File: src/hdl/mem_pkg.sv
// shared widths, data types, opcodes and CP0 field positions for the memory-access stage
package mem_pkg;

    localparam int DATA_W = 32;
    localparam int SEL_W = 4;
    localparam int REG_ADDR_W = 5;
    localparam int CP0_ADDR_W = 5;

    typedef logic [DATA_W-1:0] word_t;
    typedef logic [REG_ADDR_W-1:0] reg_addr_t;
    // bit 3 is the lane of memory bits 31:24
    typedef logic [SEL_W-1:0] byte_sel_t;

    // opcodes as issued by the execute stage
    typedef enum logic [7:0] {
        OP_NOP = 8'b0000_0000,
        OP_LB  = 8'b1110_0000,
        OP_LBU = 8'b1110_0100,
        OP_LH  = 8'b1110_0001,
        OP_LHU = 8'b1110_0101,
        OP_LW  = 8'b1110_0011,
        OP_SB  = 8'b1110_1000,
        OP_SH  = 8'b1110_1001,
        OP_SW  = 8'b1110_1011,
        OP_LL  = 8'b1111_0000,
        OP_SC  = 8'b1111_1000
    } alu_op_e;

    typedef enum logic [31:0] {
        EXC_NONE    = 32'd0,
        EXC_INT     = 32'd1,
        EXC_SYSCALL = 32'd8,
        EXC_INVALID = 32'd10,
        EXC_OV      = 32'd12,
        EXC_TRAP    = 32'd13,
        EXC_ERET    = 32'd14
    } exc_code_e;

    // raw flag positions in the exception vector from execute
    localparam int EXC_BIT_SYSCALL = 8;
    localparam int EXC_BIT_INVALID = 9;
    localparam int EXC_BIT_TRAP = 10;
    localparam int EXC_BIT_OV = 11;
    localparam int EXC_BIT_ERET = 12;

    // CP0 register numbers
    localparam logic [CP0_ADDR_W-1:0] CP0_STATUS = 5'd12;
    localparam logic [CP0_ADDR_W-1:0] CP0_CAUSE = 5'd13;
    localparam logic [CP0_ADDR_W-1:0] CP0_EPC = 5'd14;

    // status fields, IP in cause sits at the same 15:8
    localparam int ST_IE = 0;
    localparam int ST_EXL = 1;
    localparam int IM_HI = 15;
    localparam int IM_LO = 8;

    // software-writable cause bits: IP[1:0], WP and IV
    localparam word_t CAUSE_WR_MASK = 32'h00C0_0300;

endpackage
File: src/hdl/mem_stage.sv
// memory-access pipeline stage, connects CP0/link bypass, exception resolution and load/store
module mem_stage (
    input  logic                              clk,
    input  logic                              arst_n_i,

    // from execute
    input  mem_pkg::alu_op_e                  aluop_i,
    input  mem_pkg::word_t                    mem_addr_i,
    input  mem_pkg::word_t                    reg2_i,
    input  mem_pkg::reg_addr_t                wd_i,
    input  logic                              wreg_i,
    input  mem_pkg::word_t                    wdata_i,
    input  mem_pkg::word_t                    excepttype_i,
    input  mem_pkg::word_t                    current_inst_address_i,

    // data memory read port
    input  mem_pkg::word_t                    mem_data_i,

    // link bit and its writeback bypass
    input  logic                              llbit_i,
    input  logic                              wb_llbit_we_i,
    input  logic                              wb_llbit_value_i,

    // CP0 state and writeback CP0 write
    input  mem_pkg::word_t                    cp0_status_i,
    input  mem_pkg::word_t                    cp0_cause_i,
    input  mem_pkg::word_t                    cp0_epc_i,
    input  logic                              wb_cp0_reg_we_i,
    input  logic [mem_pkg::CP0_ADDR_W-1:0]    wb_cp0_reg_write_addr_i,
    input  mem_pkg::word_t                    wb_cp0_reg_data_i,

    // data memory request
    output mem_pkg::word_t                    mem_addr_o,
    output logic                              mem_we_o,
    output mem_pkg::byte_sel_t                mem_sel_o,
    output mem_pkg::word_t                    mem_data_o,
    output logic                              mem_ce_o,

    // to writeback, one clock later
    output mem_pkg::reg_addr_t                wd_o,
    output logic                              wreg_o,
    output mem_pkg::word_t                    wdata_o,
    output logic                              llbit_we_o,
    output logic                              llbit_value_o,

    // to CP0
    output mem_pkg::exc_code_e                excepttype_o,
    output mem_pkg::word_t                    cp0_epc_o
);

    mem_pkg::word_t status_q;
    mem_pkg::word_t cause_q;
    logic llbit_q;

    mem_bypass u_mem_bypass (
        .llbit_i                 (llbit_i),
        .wb_llbit_we_i           (wb_llbit_we_i),
        .wb_llbit_value_i        (wb_llbit_value_i),
        .cp0_status_i            (cp0_status_i),
        .cp0_cause_i             (cp0_cause_i),
        .cp0_epc_i               (cp0_epc_i),
        .wb_cp0_reg_we_i         (wb_cp0_reg_we_i),
        .wb_cp0_reg_write_addr_i (wb_cp0_reg_write_addr_i),
        .wb_cp0_reg_data_i       (wb_cp0_reg_data_i),
        .status_o                (status_q),
        .cause_o                 (cause_q),
        .epc_o                   (cp0_epc_o),
        .llbit_o                 (llbit_q)
    );

    except_resolve u_except_resolve (
        .excepttype_i           (excepttype_i),
        .current_inst_address_i (current_inst_address_i),
        .status_i               (status_q),
        .cause_i                (cause_q),
        .excepttype_o           (excepttype_o)
    );

    load_store_unit u_load_store_unit (
        .clk           (clk),
        .arst_n_i      (arst_n_i),
        .aluop_i       (aluop_i),
        .mem_addr_i    (mem_addr_i),
        .reg2_i        (reg2_i),
        .mem_data_i    (mem_data_i),
        .wd_i          (wd_i),
        .wreg_i        (wreg_i),
        .wdata_i       (wdata_i),
        .llbit_i       (llbit_q),
        .excepttype_i  (excepttype_o),
        .mem_addr_o    (mem_addr_o),
        .mem_we_o      (mem_we_o),
        .mem_sel_o     (mem_sel_o),
        .mem_data_o    (mem_data_o),
        .mem_ce_o      (mem_ce_o),
        .wd_o          (wd_o),
        .wreg_o        (wreg_o),
        .wdata_o       (wdata_o),
        .llbit_we_o    (llbit_we_o),
        .llbit_value_o (llbit_value_o)
    );

endmodule

File: src/hdl/load_store_unit.sv
// drives the data-memory request, aligns load data, runs LL/SC and registers the writeback fields
module load_store_unit (
    input  logic                clk,
    input  logic                arst_n_i,
    input  mem_pkg::alu_op_e    aluop_i,
    input  mem_pkg::word_t      mem_addr_i,
    input  mem_pkg::word_t      reg2_i,
    input  mem_pkg::word_t      mem_data_i,
    input  mem_pkg::reg_addr_t  wd_i,
    input  logic                wreg_i,
    input  mem_pkg::word_t      wdata_i,
    input  logic                llbit_i,
    input  mem_pkg::exc_code_e  excepttype_i,
    output mem_pkg::word_t      mem_addr_o,
    output logic                mem_we_o,
    output mem_pkg::byte_sel_t  mem_sel_o,
    output mem_pkg::word_t      mem_data_o,
    output logic                mem_ce_o,
    output mem_pkg::reg_addr_t  wd_o,
    output logic                wreg_o,
    output mem_pkg::word_t      wdata_o,
    output logic                llbit_we_o,
    output logic                llbit_value_o
);

    logic [1:0] offset;
    logic [7:0] lane_byte;
    logic [15:0] lane_half;
    logic half_aligned;
    mem_pkg::byte_sel_t byte_sel;
    mem_pkg::byte_sel_t half_sel;
    logic mem_we;
    mem_pkg::word_t wdata_d;
    logic llbit_we_d;
    logic llbit_value_d;

    // memory is big-endian relative to the register file
    function automatic mem_pkg::word_t byte_swap(input mem_pkg::word_t w);
        byte_swap = {w[7:0], w[15:8], w[23:16], w[31:24]};
    endfunction

    assign offset = mem_addr_i[1:0];

    // offset 0 is lane 3
    assign byte_sel = mem_pkg::byte_sel_t'(4'b1000 >> offset);
    assign half_sel = offset[1] ? 4'b0011 : 4'b1100;
    assign half_aligned = !offset[0];

    always_comb begin
        case (offset)
            2'b00: lane_byte = mem_data_i[31:24];
            2'b01: lane_byte = mem_data_i[23:16];
            2'b10: lane_byte = mem_data_i[15:8];
            default: lane_byte = mem_data_i[7:0];
        endcase
    end

    // lower-address byte ends up in the low byte
    assign lane_half = offset[1] ? {mem_data_i[7:0], mem_data_i[15:8]}
                                 : {mem_data_i[23:16], mem_data_i[31:24]};

    always_comb begin
        mem_addr_o = '0;
        mem_we = 1'b0;
        mem_sel_o = 4'b1111;
        mem_data_o = '0;
        mem_ce_o = 1'b0;
        wdata_d = wdata_i;
        llbit_we_d = 1'b0;
        llbit_value_d = 1'b0;
        case (aluop_i)
            mem_pkg::OP_LB, mem_pkg::OP_LBU: begin
                mem_addr_o = mem_addr_i;
                mem_ce_o = 1'b1;
                mem_sel_o = byte_sel;
                if (aluop_i == mem_pkg::OP_LB) begin
                    wdata_d = {{24{lane_byte[7]}}, lane_byte};
                end else begin
                    wdata_d = {24'b0, lane_byte};
                end
            end
            mem_pkg::OP_LH, mem_pkg::OP_LHU: begin
                mem_addr_o = mem_addr_i;
                mem_ce_o = 1'b1;
                if (!half_aligned) begin
                    // misaligned, keep the full select and load zero
                    wdata_d = '0;
                end else if (aluop_i == mem_pkg::OP_LH) begin
                    mem_sel_o = half_sel;
                    wdata_d = {{16{lane_half[15]}}, lane_half};
                end else begin
                    mem_sel_o = half_sel;
                    wdata_d = {16'b0, lane_half};
                end
            end
            mem_pkg::OP_LW: begin
                mem_addr_o = mem_addr_i;
                mem_ce_o = 1'b1;
                wdata_d = byte_swap(mem_data_i);
            end
            mem_pkg::OP_SB: begin
                mem_addr_o = mem_addr_i;
                mem_ce_o = 1'b1;
                mem_we = 1'b1;
                mem_sel_o = byte_sel;
                mem_data_o = {4{reg2_i[7:0]}};
            end
            mem_pkg::OP_SH: begin
                mem_addr_o = mem_addr_i;
                mem_ce_o = 1'b1;
                mem_we = 1'b1;
                mem_sel_o = half_aligned ? half_sel : 4'b0000;
                mem_data_o = {2{reg2_i[7:0], reg2_i[15:8]}};
            end
            mem_pkg::OP_SW: begin
                mem_addr_o = mem_addr_i;
                mem_ce_o = 1'b1;
                mem_we = 1'b1;
                mem_data_o = byte_swap(reg2_i);
            end
            mem_pkg::OP_LL: begin
                mem_addr_o = mem_addr_i;
                mem_ce_o = 1'b1;
                wdata_d = mem_data_i;
                llbit_we_d = 1'b1;
                llbit_value_d = 1'b1;
            end
            mem_pkg::OP_SC: begin
                // fails quietly without touching memory if the link was lost
                if (llbit_i) begin
                    mem_addr_o = mem_addr_i;
                    mem_ce_o = 1'b1;
                    mem_we = 1'b1;
                    mem_data_o = reg2_i;
                    wdata_d = 32'd1;
                    llbit_we_d = 1'b1;
                end else begin
                    wdata_d = '0;
                end
            end
            default: begin
            end
        endcase
    end

    // an exception in this stage cancels the write
    assign mem_we_o = mem_we && (excepttype_i == mem_pkg::EXC_NONE);

    always_ff @(posedge clk or negedge arst_n_i) begin
        if (!arst_n_i) begin
            wd_o <= '0;
            wreg_o <= 1'b0;
            wdata_o <= '0;
            llbit_we_o <= 1'b0;
            llbit_value_o <= 1'b0;
        end else begin
            wd_o <= wd_i;
            wreg_o <= wreg_i;
            wdata_o <= wdata_d;
            llbit_we_o <= llbit_we_d;
            llbit_value_o <= llbit_value_d;
        end
    end

endmodule

File: src/hdl/except_resolve.sv
// reduces the raw exception flags and pending interrupts to one exception code by priority
module except_resolve (
    input  mem_pkg::word_t     excepttype_i,
    input  mem_pkg::word_t     current_inst_address_i,
    input  mem_pkg::word_t     status_i,
    input  mem_pkg::word_t     cause_i,
    output mem_pkg::exc_code_e excepttype_o
);

    logic [mem_pkg::IM_HI-mem_pkg::IM_LO:0] pending_irq;
    logic irq_enabled;
    logic irq_taken;
    logic is_bubble;

    // interrupt lines that are both raised and unmasked
    assign pending_irq = cause_i[mem_pkg::IM_HI:mem_pkg::IM_LO] &
                         status_i[mem_pkg::IM_HI:mem_pkg::IM_LO];

    // no interrupt while already at exception level
    assign irq_enabled = status_i[mem_pkg::ST_IE] && !status_i[mem_pkg::ST_EXL];
    assign irq_taken = (|pending_irq) && irq_enabled;

    // a zero address marks a bubble, nothing is raised for it
    assign is_bubble = (current_inst_address_i == '0);

    always_comb begin
        excepttype_o = mem_pkg::EXC_NONE;
        if (!is_bubble) begin
            if (irq_taken) begin
                excepttype_o = mem_pkg::EXC_INT;
            end else if (excepttype_i[mem_pkg::EXC_BIT_SYSCALL]) begin
                excepttype_o = mem_pkg::EXC_SYSCALL;
            end else if (excepttype_i[mem_pkg::EXC_BIT_INVALID]) begin
                excepttype_o = mem_pkg::EXC_INVALID;
            end else if (excepttype_i[mem_pkg::EXC_BIT_TRAP]) begin
                excepttype_o = mem_pkg::EXC_TRAP;
            end else if (excepttype_i[mem_pkg::EXC_BIT_OV]) begin
                excepttype_o = mem_pkg::EXC_OV;
            end else if (excepttype_i[mem_pkg::EXC_BIT_ERET]) begin
                excepttype_o = mem_pkg::EXC_ERET;
            end
        end
    end

endmodule

File: src/hdl/mem_bypass.sv
// forwards a same-cycle writeback write of Status, Cause, EPC or the link bit to the stage
module mem_bypass (
    input  logic                              llbit_i,
    input  logic                              wb_llbit_we_i,
    input  logic                              wb_llbit_value_i,
    input  mem_pkg::word_t                    cp0_status_i,
    input  mem_pkg::word_t                    cp0_cause_i,
    input  mem_pkg::word_t                    cp0_epc_i,
    input  logic                              wb_cp0_reg_we_i,
    input  logic [mem_pkg::CP0_ADDR_W-1:0]    wb_cp0_reg_write_addr_i,
    input  mem_pkg::word_t                    wb_cp0_reg_data_i,
    output mem_pkg::word_t                    status_o,
    output mem_pkg::word_t                    cause_o,
    output mem_pkg::word_t                    epc_o,
    output logic                              llbit_o
);

    logic wr_status;
    logic wr_cause;
    logic wr_epc;
    mem_pkg::word_t cause_merged;

    // which CP0 register writeback touches this cycle
    assign wr_status = wb_cp0_reg_we_i && (wb_cp0_reg_write_addr_i == mem_pkg::CP0_STATUS);
    assign wr_cause = wb_cp0_reg_we_i && (wb_cp0_reg_write_addr_i == mem_pkg::CP0_CAUSE);
    assign wr_epc = wb_cp0_reg_we_i && (wb_cp0_reg_write_addr_i == mem_pkg::CP0_EPC);

    // only a few cause bits are writable, the rest stay hardware-owned
    assign cause_merged = (cp0_cause_i & ~mem_pkg::CAUSE_WR_MASK) |
                          (wb_cp0_reg_data_i & mem_pkg::CAUSE_WR_MASK);

    always_comb begin
        if (wr_status) begin
            status_o = wb_cp0_reg_data_i;
        end else begin
            status_o = cp0_status_i;
        end
    end

    always_comb begin
        if (wr_cause) begin
            cause_o = cause_merged;
        end else begin
            cause_o = cp0_cause_i;
        end
    end

    always_comb begin
        if (wr_epc) begin
            epc_o = wb_cp0_reg_data_i;
        end else begin
            epc_o = cp0_epc_i;
        end
    end

    // newest link bit, an LL or SC in writeback wins
    assign llbit_o = wb_llbit_we_i ? wb_llbit_value_i : llbit_i;

endmodule

File: config.mk
export PLATFORM = sky130hd
export DESIGN_NAME = mem_stage
export DESIGN_NICKNAME = d
export VERILOG_FILES = /design/src/hdl/mem_pkg.sv /design/src/hdl/mem_stage.sv /design/src/hdl/load_store_unit.sv /design/src/hdl/except_resolve.sv /design/src/hdl/mem_bypass.sv
export SDC_FILE = /design/constraint.sdc
export NUM_CORES = 1
export LEC_CHECK = 0
export BUFFER_PORTS_ARGS = -buffer_cell sky130_fd_sc_hd__buf_2
export CAP_MARGIN = 15
export CELL_PAD_IN_SITES_DETAIL_PLACEMENT = 1
export CELL_PAD_IN_SITES_GLOBAL_PLACEMENT = 2
export CORE_AREA = 8 8 197 199
export DETAILED_ROUTE_END_ITERATION = 7
export DIE_AREA = 0 0 205 207
export GPL_TIMING_DRIVEN = 0
export HOLD_SLACK_MARGIN = 0.05
export PLACE_DENSITY_LB_ADDON = 0.1
export SLEW_MARGIN = 20
export SYNTH_ARGS = -nofsm -noshare
export SYNTH_HDL_FRONTEND = slang
export SYNTH_HIERARCHICAL = 1
export SYNTH_SLANG_ARGS = --single-unit
File: constraint.sdc
create_clock -name clk -period 2.9 [get_ports clk]
set_clock_uncertainty 0.05 [all_clocks]
set_input_delay 0 -clock clk [delete_from_list [all_inputs] [get_ports clk]]
set_output_delay 0 -clock clk [all_outputs]
set_load 0.03 [all_outputs]
==> impl_metrics.csv, run 1 <==
group,metric,value,unit
floorplan,die_area,42400,sq um
setup_path,critPathMostFrequentCell,"sky130_fd_sc_hd__buf_2",
cells_and_area,post_route_cells_drive_above_1_share,55.4,%
cts,clock-sinks,40,
power_and_ir_drop,p_per_area,266,nW/um^2
grt,grt_start_max_net_pins,41,
cells_and_area,areaGrowthSynthToFinish,71.5,%
sta,slew-limit-headroom,31.1,%
grt,grt_overflow,0,
synth,synthesis.instances,517,
place,hpwlAfterDp,30.1,mm
cts,root_buffer,"sky130_fd_sc_hd__clkbuf_16",
detailed_routing,detailedRoute.firstIterationViolations,176,
sta,unrepaired_setup_endpoints_after_global_routing,"false",
setup_path,crit_family,"simple AND/OR/NAND/NOR gates",
sta,finalMaxSlewViolations,0,
detailed_routing,post_drt_via_cell_ratio,4.18,
power_and_ir_drop,power.total,2.17,mW
setup_path,cell_chain_of_the_critical_path,"buf_2, nand4b_4, or3_1, buf_6, buf_12, mux2_4, nand2b_1, a41oi_4, a221oi_1, nor4_1, nand4_1, nor3_1, buf_2",
floorplan,placement_rows,70,
setup_path,worstPathBufferInverterCount,4,
detailed_routing,ant_nets,0,
place,port_buffers,409,
setup_path,crit_path_top_delay_cell,"sky130_fd_sc_hd__nor4_1",
outcome,status,"completed",
setup_path,cp.arrival,2660,ps
sta,max_clock_freq,0.369,GHz
cts,cts-root-to-sink-buffers,2,
cells_and_area,mostFrequentLayoutCells,"sky130_fd_sc_hd__buf_2 (426), sky130_fd_sc_hd__dlygate4sd3_1 (46), sky130_fd_sc_hd__dfrtp_1 (40)",
setup_path,critical_path_required,2850,ps
sta,setup_viol,0,
grt,grt.met1_usage,16.6,%
synth,mappedNetlistArea,4760,sq um
grt,via_count_of_the_first_global_routing_pass,7073,
cells_and_area,mostFrequentLayoutCell,"sky130_fd_sc_hd__buf_2",
floorplan,start_util,13.2,%
detailed_routing,drc_errors,0,
detailed_routing,first_pass_iters,4,
cts,tritoncts,"yes",
sta,final.min_clock_period,2710,ps
setup_path,cp_max_fo,4,
cts,cts_buffers,5,
synth,synth.avg_cell_area,9.20,sq um
setup_path,critical_path.max_stage_delay,340,ps
cells_and_area,fillerInstances,4419,
detailed_routing,aggregate_routed_wire_length,34.8,mm
grt,grt_busiest_layer,"met2",
setup_path,crit_path_end_kind,"output port",
floorplan,die_h,207,microns
cts,clk_pin_slew,60,ps
floorplan,design.portCount,519,
grt,grt_first_pass_wirelength,49.4,mm
power_and_ir_drop,ir_drop,0.000198,V
cts,htreeDepth,2,
worst_hold_path,hold_path_class,"in -> reg",
grt,antenna_found_initial,10,
floorplan,core_region_area,35900,sq um
synth,yosysWarningCount,6,
sta,worst_pin_slew,1030,ps
run,max_cap_violations,0,
power_and_ir_drop,total_leakage_power,4.12,nW
cells_and_area,finish.net_count,1351,
sta,timing_hold_violations_final,0,
sta,period_share,93.4,%
grt,global_route.usage.met3,5.23,%
detailed_routing,route.vias.total,6187,
grt,grt.total_usage,15.5,%
floorplan,die_x,205,microns
sta,timing.setup.tns,0,ps
grt,globalRouteMet2Util,29.0,%
setup_path,crit_type,"in -> out",
detailed_routing,detail_route.wl_per_cell,23.5,microns
place,gp_congestion,0.746,
setup_path,worst_setup_path_start_kind,"input port",
==> through the flow <==
step / cells / setup slack, ps / area, sq um / util [%] / hold slack [ps]
2_1_floorplan: 544 / 83.4 / 4860 / - / -346
3_3_place_gp: 1421 / 103 / 7490 / 20.9 / 58.8
3_5_place_dp: 1421 / 70.7 / 7500 / 20.9 / 61.2
4_1_cts: 1475 / 58.6 / 8130 / 22.6 / 52.5
5_1_grt: 1479 / 18.5 / 8160 / 22.7 / 80.2
6_report: 1479 / 191 / 8160 / 22.7 / 48.7
==> cell type report <==
| class | count | area, sq um | share of cell area (%) |
|---|---|---|---|
| Multi-Input combinational cell | 419 | 3330 | 40.8 |
| Timing Repair Buffer | 455 | 2510 | 30.8 |
| Sequential cell | 40 | 1000 | 12.3 |
| Tap cell | 468 | 586 | 7.18 |
| Buffer | 83 | 539 | 6.61 |
| Clock buffer | 5 | 125 | 1.53 |
| Clock inverter | 3 | 46.3 | 0.568 |
| Antenna cell | 4 | 10.0 | 0.123 |
| Inverter | 2 | 7.51 | 0.0920 |
==> sequential cells by signal (all words and copies together) (netlist names) <==
register                         flops
u_load_store_unit/wdata_o           32
u_load_store_unit/wd_o               5
u_load_store_unit/llbit_value_o      1
u_load_store_unit/llbit_we_o         1
u_load_store_unit/wreg_o             1
==> report_power, final <==
part / switching (mW) / internal [mW] / leakage (nW)
clock: 0.268 / 0.410 / 0.0805
sequential: 0.00751 / 0.589 / 0.473
combinational: 0.516 / 0.381 / 3.57
==> what timing repair did <==
item / 4_1_cts / 5_1_grt
hold buffers: 46 / 0
setup endpoints to repair: 0 / 1
endpoints found under the hold margin: 78 / 0
resized for setup: 0 / 1
setup buffers: 0 / 0
==> final timing paths <==
check / from / endpoint / slack (ps) / cells after the start
hold / removal: mem_data_i[31] / u_load_store_unit/wdata_o[31] / 50 / 3
max in group asynchronous: arst_n_i / u_load_store_unit/wdata_o[16] / 2220 / 2
setup / recovery: wb_cp0_reg_write_addr_i[4] / mem_we_o / 190 / 13
min in group asynchronous: arst_n_i / u_load_store_unit/wd_o[3] / 180 / 2
==> layer usage <==
| metal | routed length, microns | share of wire (%) | vias to the layer above |
|---|---|---|---|
| met5 | 27 | 0.078 | - |
| met3 | 3000 | 8.6 | 25 |
| met1 | 13100 | 38 | 2961 |
| met2 | 18200 | 52 | 252 |
| met4 | 483 | 1.4 | 6 |
| li1 | - | - | 2943 |
Note: power is estimated with default switching activity, not from simulation.
==> run 2: changes to the inputs <==
--- a/config.mk
+++ b/config.mk
@@ -15,6 +15,7 @@
 export GPL_TIMING_DRIVEN = 0
 export HOLD_SLACK_MARGIN = 0.05
 export PLACE_DENSITY_LB_ADDON = 0.1
+export SETUP_SLACK_MARGIN = 0.4
 export SLEW_MARGIN = 20
 export SYNTH_ARGS = -nofsm -noshare
 export SYNTH_HDL_FRONTEND = slang
==> constraint.sdc (replaced) <==
create_clock -name clk -period 2.3 [get_ports clk]
set_clock_uncertainty 0.05 [all_clocks]
set_input_delay 0 -clock clk [delete_from_list [all_inputs] [get_ports clk]]
set_output_delay 0 -clock clk [all_outputs]
set_load 0.03 [all_outputs]
==> run 2 against run 1 <==
  * Design area grew 4.0%
  * The flow now finishes with violations (setup timing)
  * Via count grew 0.16%
  * Sequential cell count is the same
  * First-iteration DRC count grew 29%
  * Combinational power grew 30%
  * Core utilization grew 0.92 points
  * Critical path type unchanged
  * Sequential share of layout area shrank 0.48 points
  * Non-clock buffer count grew 6
  * Largest power group unchanged
  * Final cell count grew 0.41%
  * Largest cell class unchanged
==> impl_metrics.csv, run 2 (synthesis gave the netlist of run 1 again) <==
group,metric,value,unit
outcome,status,"finished with violations",
outcome,violations,"setup timing",
cells_and_area,finish.net_count,1357,
place,hpwlAfterDp,29.0,mm
place,dp_cells,1421,
detailed_routing,aggregate_routed_wire_length,33.7,mm
floorplan,die_area,42400,sq um
grt,via_count_of_the_first_global_routing_pass,7277,
setup_path,crit_type,"in -> out",
power_and_ir_drop,sw_frac_of_total,36.6,%
power_and_ir_drop,total_leakage_power,4.26,nW
cts,clk_pin_slew,70,ps
grt,antenna_found_initial,5,
sta,final.min_clock_period,2600,ps
detailed_routing,highest_layer,"met5",
power_and_ir_drop,power.total,2.78,mW
floorplan,start_util,13.2,%
detailed_routing,route.vias.total,6197,
floorplan,core_region_area,35900,sq um
setup_path,cp_max_fo,4,
sta,finalMaxSlewViolations,0,
detailed_routing,drc_errors,0,
detailed_routing,routed-wl-met3,2.81,mm
sta,worst_pin_slew,896,ps
sta,setup_viol,2,
cells_and_area,stdcell_count,1485,
floorplan,design.portCount,519,
cts,clock-sinks,40,
floorplan,die_x,205,microns
cells_and_area,mostFrequentLayoutCells,"sky130_fd_sc_hd__buf_2 (401), sky130_fd_sc_hd__buf_4 (53), sky130_fd_sc_hd__dlygate4sd3_1 (46)",
cts,tritoncts,"yes",
grt,grt_first_pass_wirelength,48.7,mm
cells_and_area,post_route_cells_drive_above_1_share,58.8,%
power_and_ir_drop,share_comb_of_total_power,42.0,%
grt,grt_start_max_net_pins,41,
cts,cts_buffers,5,
grt,grt.total_usage,15.1,%
sta,slew-limit-headroom,40.1,%
grt,grt_overflow,0,
floorplan,placement_rows,70,
setup_path,critical_path_required,2250,ps
detailed_routing,routedLengthMet1,13.1,mm
detailed_routing,first_pass_iters,4,
power_and_ir_drop,net-switching-power,1.02,mW
floorplan,die_h,207,microns
power_and_ir_drop,seq_power_share,27.1,%
cells_and_area,final_design_area_no_fill,8490,sq um
cells_and_area,largestRegisters,"u_load_store_unit/wdata_o: 32 flops, u_load_store_unit/wd_o: 5 flops",
run,max_cap_violations,0,
cells_and_area,fillerInstances,4351,
sta,max_clock_freq,0.384,GHz
sta,period_share,113,%
place,post_dp_cell_area,7590,sq um
place,gp_congestion,0.743,
cts,root_buffer,"sky130_fd_sc_hd__clkbuf_16",
power_and_ir_drop,power.clock.fraction,31.0,%
setup_path,worst_setup_path_start_kind,"input port",
sta,setup_ws,-302,ps
sta,unrepaired_setup_endpoints_after_global_routing,"true",
cells_and_area,max_flop_register,"u_load_store_unit/wdata_o",
detailed_routing,detail_route.wl_per_cell,22.7,microns
power_and_ir_drop,ir_drop,0.000249,V
detailed_routing,ant_nets,0,
detailed_routing,detailedRoute.firstIterationViolations,227,
place,dp_worst_setup_slack,-582,ps
cells_and_area,areaGrowthSynthToFinish,78.4,%
power_and_ir_drop,internal-power,1.76,mW
setup_path,cp.arrival,2550,ps
detailed_routing,post_drt_via_cell_ratio,4.17,
cells_and_area,largest_register_ffs,32,
cells_and_area,final_util,23.6,%
setup_path,crit_path_end_kind,"output port",
worst_hold_path,hold_path_class,"in -> reg",
place,port_buffers,409,
cts,cts-root-to-sink-buffers,2,
cells_and_area,mostFrequentLayoutCell,"sky130_fd_sc_hd__buf_2",
detailed_routing,met2RoutedLength,17.4,mm
power_and_ir_drop,p_per_area,328,nW/um^2
cts,htreeDepth,2,
sta,timing_hold_violations_final,0,
## run 2: changes by cell type in the layout (fill, tap and decap cells not counted), moves of 8 or more
cell	delta
sky130_fd_sc_hd__buf_2	-25
sky130_fd_sc_hd__buf_4	+18
sky130_fd_sc_hd__buf_6	+8
sky130_fd_sc_hd__clkbuf_1	-13
sky130_fd_sc_hd__clkbuf_2	+9
sky130_fd_sc_hd__clkbuf_4	+12
## run 2: what timing repair did
| action | CTS | global route |
|---|---|---|
| setup endpoints to repair | 84 | 86 |
| setup buffers | 4 | 2 |
| resized for setup | 34 | 53 |
| hold buffers | 46 | 0 |
| endpoints found under the hold margin | 78 | 0 |
| pin swaps | 7 | 7 |
## run 2: cell type report
type                            count  area (sq um)  area share, %
Tap cell                          468           586           6.90
Clock buffer                        5           125           1.47
Timing Repair Buffer              461          2630           30.9
Sequential cell                    40          1000           11.8
Clock inverter                      3          46.3          0.545
Multi-Input combinational cell    419          3490           41.1
Buffer                             83           598           7.05
Antenna cell                        4          10.0          0.118
Inverter                            2          7.51         0.0885
## run 2: layer usage
metal | vias up | global-route usage, %
li1 | 2953 | -
met1 | 2984 | 16.7
met2 | 234 | 27.5
met3 | 22 | 5.24
met4 | 4 | 2.64
met5 | - | 0
## run 2: final timing paths
| path | start | end | slack [ps] | depth (start not counted) |
|---|---|---|---|---|
| max | wb_cp0_reg_write_addr_i[4] | mem_we_o | -300 | 13 |
| min | mem_data_i[6] | u_load_store_unit/wdata_o[30] | 40 | 3 |
| max in group asynchronous | arst_n_i | u_load_store_unit/llbit_we_o | 1620 | 2 |
| min in group asynchronous | arst_n_i | u_load_store_unit/wdata_o[3] | 200 | 2 |
## run 2: critical path, stage by stage
cell and delay (ps):
sky130_fd_sc_hd__buf_6 90, sky130_fd_sc_hd__nand4b_4 170, sky130_fd_sc_hd__or3_4 340, sky130_fd_sc_hd__buf_6 140, sky130_fd_sc_hd__buf_12 120, sky130_fd_sc_hd__mux2_4 280, sky130_fd_sc_hd__nand2b_4 150, sky130_fd_sc_hd__a41oi_4 330
sky130_fd_sc_hd__a221oi_4 80, sky130_fd_sc_hd__nor4_4 280, sky130_fd_sc_hd__nand4_1 210, sky130_fd_sc_hd__nor3_4 210, sky130_fd_sc_hd__buf_6 160
## run 2: power by group through the flow
stage / logic (mW) / clock network, mW / registers, mW
CTS: 1.16 / 0.906 / 0.754
floorplan: 0.500 / 0 / 0.851
finish: 1.17 / 0.862 / 0.754
global placement: 1.07 / 0 / 0.766
global route: 1.26 / 0.928 / 0.758
detailed placement: 1.08 / 0 / 0.767
## run 2: through the flow
step	setup TNS, ps	hold WS, ps
3_5_place_dp	-6060	62.1
2_1_floorplan	-172	-346
6_report	-433	38.0
5_1_grt	-609	62.8
4_1_cts	-423	52.8
3_3_place_gp	-6670	59.2
==> run 3: changes to the inputs <==
--- a/config.mk
+++ b/config.mk
@@ -5,13 +5,14 @@
 export SDC_FILE = /design/constraint.sdc
 export NUM_CORES = 1
 export LEC_CHECK = 0
+export ABC_AREA = 1
 export BUFFER_PORTS_ARGS = -buffer_cell sky130_fd_sc_hd__buf_2
 export CAP_MARGIN = 15
 export CELL_PAD_IN_SITES_DETAIL_PLACEMENT = 1
 export CELL_PAD_IN_SITES_GLOBAL_PLACEMENT = 2
-export CORE_AREA = 8 8 197 199
+export CORE_MARGIN = 8
+export CORE_UTILIZATION = 15
 export DETAILED_ROUTE_END_ITERATION = 7
-export DIE_AREA = 0 0 205 207
 export GPL_TIMING_DRIVEN = 0
 export HOLD_SLACK_MARGIN = 0.05
 export PLACE_DENSITY_LB_ADDON = 0.1
==> run 3 against run 2 <==
  * The run now ends clean
  * Via count rose by 26%
  * Core utilization rose by 1.8 points
  * Worst setup slack improved by 690 ps
  * Hold slack improved by 2.6 ps
  * Combinational power barely moved
  * Largest cell class unchanged
  * Final cell count rose by 26%
  * First-iteration DRC count rose by 5.7%
  * Sequential cell count did not move
==> impl_metrics.csv, run 3 <==
group,metric,value,unit
cells_and_area,largestRegisters,"u_load_store_unit/wdata_o: 32 flops, u_load_store_unit/wd_o: 5 flops",
cells_and_area,fillerInstances,4555,
grt,grt_first_pass_wirelength,55.3,mm
cts,htreeDepth,2,
sta,timing.setup.tns,0,ps
detailed_routing,drc_errors,0,
grt,antenna_found_initial,6,
detailed_routing,detailedRoute.firstIterationViolations,240,
place,hpwlAfterDp,32.6,mm
worst_hold_path,hold_path_class,"in -> reg",
setup_path,critical_path_required,2250,ps
setup_path,cp.arrival,1870,ps
grt,grt.total_usage,17.5,%
cts,clock-sinks,40,
power_and_ir_drop,ir_drop,0.000237,V
detailed_routing,first_pass_iters,5,
cells_and_area,mostFrequentLayoutCell,"sky130_fd_sc_hd__buf_2",
detailed_routing,aggregate_routed_wire_length,37.8,mm
sta,hold-worst-slack,40.7,ps
synth,yosysWarningCount,6,
floorplan,design.portCount,519,
floorplan,die_x,203,microns
sta,unrepaired_setup_endpoints_after_global_routing,"true",
sta,worst_pin_slew,921,ps
cts,cts-root-to-sink-buffers,2,
grt,via_count_of_the_first_global_routing_pass,8607,
sta,max_clock_freq,0.522,GHz
cells_and_area,mostFrequentLayoutCells,"sky130_fd_sc_hd__buf_2 (428), sky130_fd_sc_hd__nand2_1 (264), sky130_fd_sc_hd__nand3_1 (197)",
power_and_ir_drop,seq_power_share,26.7,%
outcome,status,"completed",
cells_and_area,post_route_cells_drive_above_1_share,40.5,%
sta,slew-limit-headroom,38.6,%
cts,root_buffer,"sky130_fd_sc_hd__clkbuf_16",
floorplan,placement_rows,68,
place,port_buffers,410,
power_and_ir_drop,p_per_area,320,nW/um^2
sta,period_share,83.3,%
grt,grt_overflow,0,
floorplan,core_region_area,34500,sq um
power_and_ir_drop,net-switching-power,1.10,mW
detailed_routing,post_drt_via_cell_ratio,4.20,
detailed_routing,route.vias.total,7828,
power_and_ir_drop,sw_frac_of_total,39.1,%
place,gp_congestion,0.813,
synth,synthesis.instances,912,
cells_and_area,regArea,1000,sq um
sta,final.min_clock_period,1920,ps
floorplan,die_area,41400,sq um
cts,clk_pin_slew,70,ps
cells_and_area,areaGrowthSynthToFinish,66.5,%
sta,setup_viol,0,
detailed_routing,ant_nets,0,
synth,mappedNetlistArea,5270,sq um
power_and_ir_drop,power.clock.fraction,31.0,%
sta,timing_hold_violations_final,0,
cells_and_area,multi_input_comb_area,3540,sq um
cells_and_area,largest_register_ffs,32,
power_and_ir_drop,total_leakage_power,5.00,nW
detailed_routing,detail_route.wl_per_cell,20.3,microns
floorplan,die_h,203,microns
power_and_ir_drop,internal-power,1.71,mW
floorplan,start_util,15.3,%
grt,grt_start_max_net_pins,41,
power_and_ir_drop,share_comb_of_total_power,42.3,%
run,max_cap_violations,0,
synth,synth.avg_cell_area,5.78,sq um
cells_and_area,finish.net_count,1750,
setup_path,worst_setup_path_endpoint,"mem_we_o",
setup_path,cp_max_fo,5,
cts,tritoncts,"yes",
cts,cts_buffers,5,
setup_path,crit_type,"in -> out",
setup_path,worst_setup_path_startpoint,"wb_cp0_reg_write_addr_i[4]",
setup_path,crit_path_end_kind,"output port",
cells_and_area,max_flop_register,"u_load_store_unit/wdata_o",
setup_path,worst_setup_path_start_kind,"input port",
sta,finalMaxSlewViolations,0,
[run 3: per-stage QoR]
step | cell area [sq um] | util (%) | setup slack, ps | power, mW | std cells
floorplan | 5370 | - | 480 | 1.37 | 939
global placement | 8000 | 23.1 | 124 | 1.87 | 1804
detailed placement | 8000 | 23.1 | 111 | 1.87 | 1804
CTS | 8660 | 25.1 | 394 | 2.84 | 1857
global route | 8780 | 25.4 | 130 | 2.98 | 1863
finish | 8780 | 25.4 | 384 | 2.81 | 1864
[run 3: worst max-delay path: stages]
cell and delay, ps:
sky130_fd_sc_hd__buf_6 100, sky130_fd_sc_hd__nor2_4 170, sky130_fd_sc_hd__nand3_4 120, sky130_fd_sc_hd__buf_6 150, sky130_fd_sc_hd__nand2_2 50, sky130_fd_sc_hd__nand2_1 40, sky130_fd_sc_hd__nand2_1 60, sky130_fd_sc_hd__nand2_1 60
sky130_fd_sc_hd__nor2_2 140, sky130_fd_sc_hd__nand2_2 90, sky130_fd_sc_hd__a21oi_2 140, sky130_fd_sc_hd__nor2_2 50, sky130_fd_sc_hd__nor2_1 100, sky130_fd_sc_hd__nand4_1 130, sky130_fd_sc_hd__nor3_2 200, sky130_fd_sc_hd__nand2_1 80
sky130_fd_sc_hd__inv_2 60, sky130_fd_sc_hd__buf_6 130
[run 3: layer usage]
layer  GRT usage, %  vias to the layer above  wire length (microns)
li1               -                     3882                      -
met1           21.5                     3633                  16400
met2           29.2                      291                  17500
met3           6.71                       18                   3600
met4           2.43                        4                    295
met5              0                        -                     27
[run 3: how the worst min path moves through the flow]
stage | start | to | cells after the start
after floorplan | arst_n_i | u_load_store_unit/llbit_value_o | 0
after global placement | wreg_i | u_load_store_unit/wreg_o | 1
after detailed placement | wreg_i | u_load_store_unit/wreg_o | 1
after global routing | mem_data_i[30] | u_load_store_unit/wdata_o[6] | 5
after CTS | mem_data_i[14] | u_load_store_unit/wdata_o[22] | 5
final | mem_data_i[30] | u_load_store_unit/wdata_o[6] | 5
[run 3: cell type report]
| class | count | share of cell area [%] |
|---|---|---|
| Antenna cell | 3 | 0.0855 |
| Buffer | 86 | 7.17 |
| Clock buffer | 5 | 1.43 |
| Clock inverter | 3 | 0.527 |
| Inverter | 80 | 3.45 |
| Multi-Input combinational cell | 733 | 40.4 |
| Sequential cell | 40 | 11.4 |
| Tap cell | 455 | 6.48 |
| Timing Repair Buffer | 459 | 29.1 |
[run 3: power by group through the flow]
stage          combinational [mW]  clock (mW)  sequential, mW
3_5_place_dp                 1.10           0           0.766
5_1_grt                      1.30       0.931           0.757
6_report                     1.19       0.872           0.752
2_1_floorplan               0.512           0           0.854
4_1_cts                      1.18       0.915           0.752
3_3_place_gp                 1.10           0           0.765
[run 3: timing repair]
action,CTS,global route
resized for setup,17,25
endpoints found under the setup margin,2,17
hold endpoints to repair,78,0
setup buffers,4,4
pin swaps,12,19
hold buffers,41,0
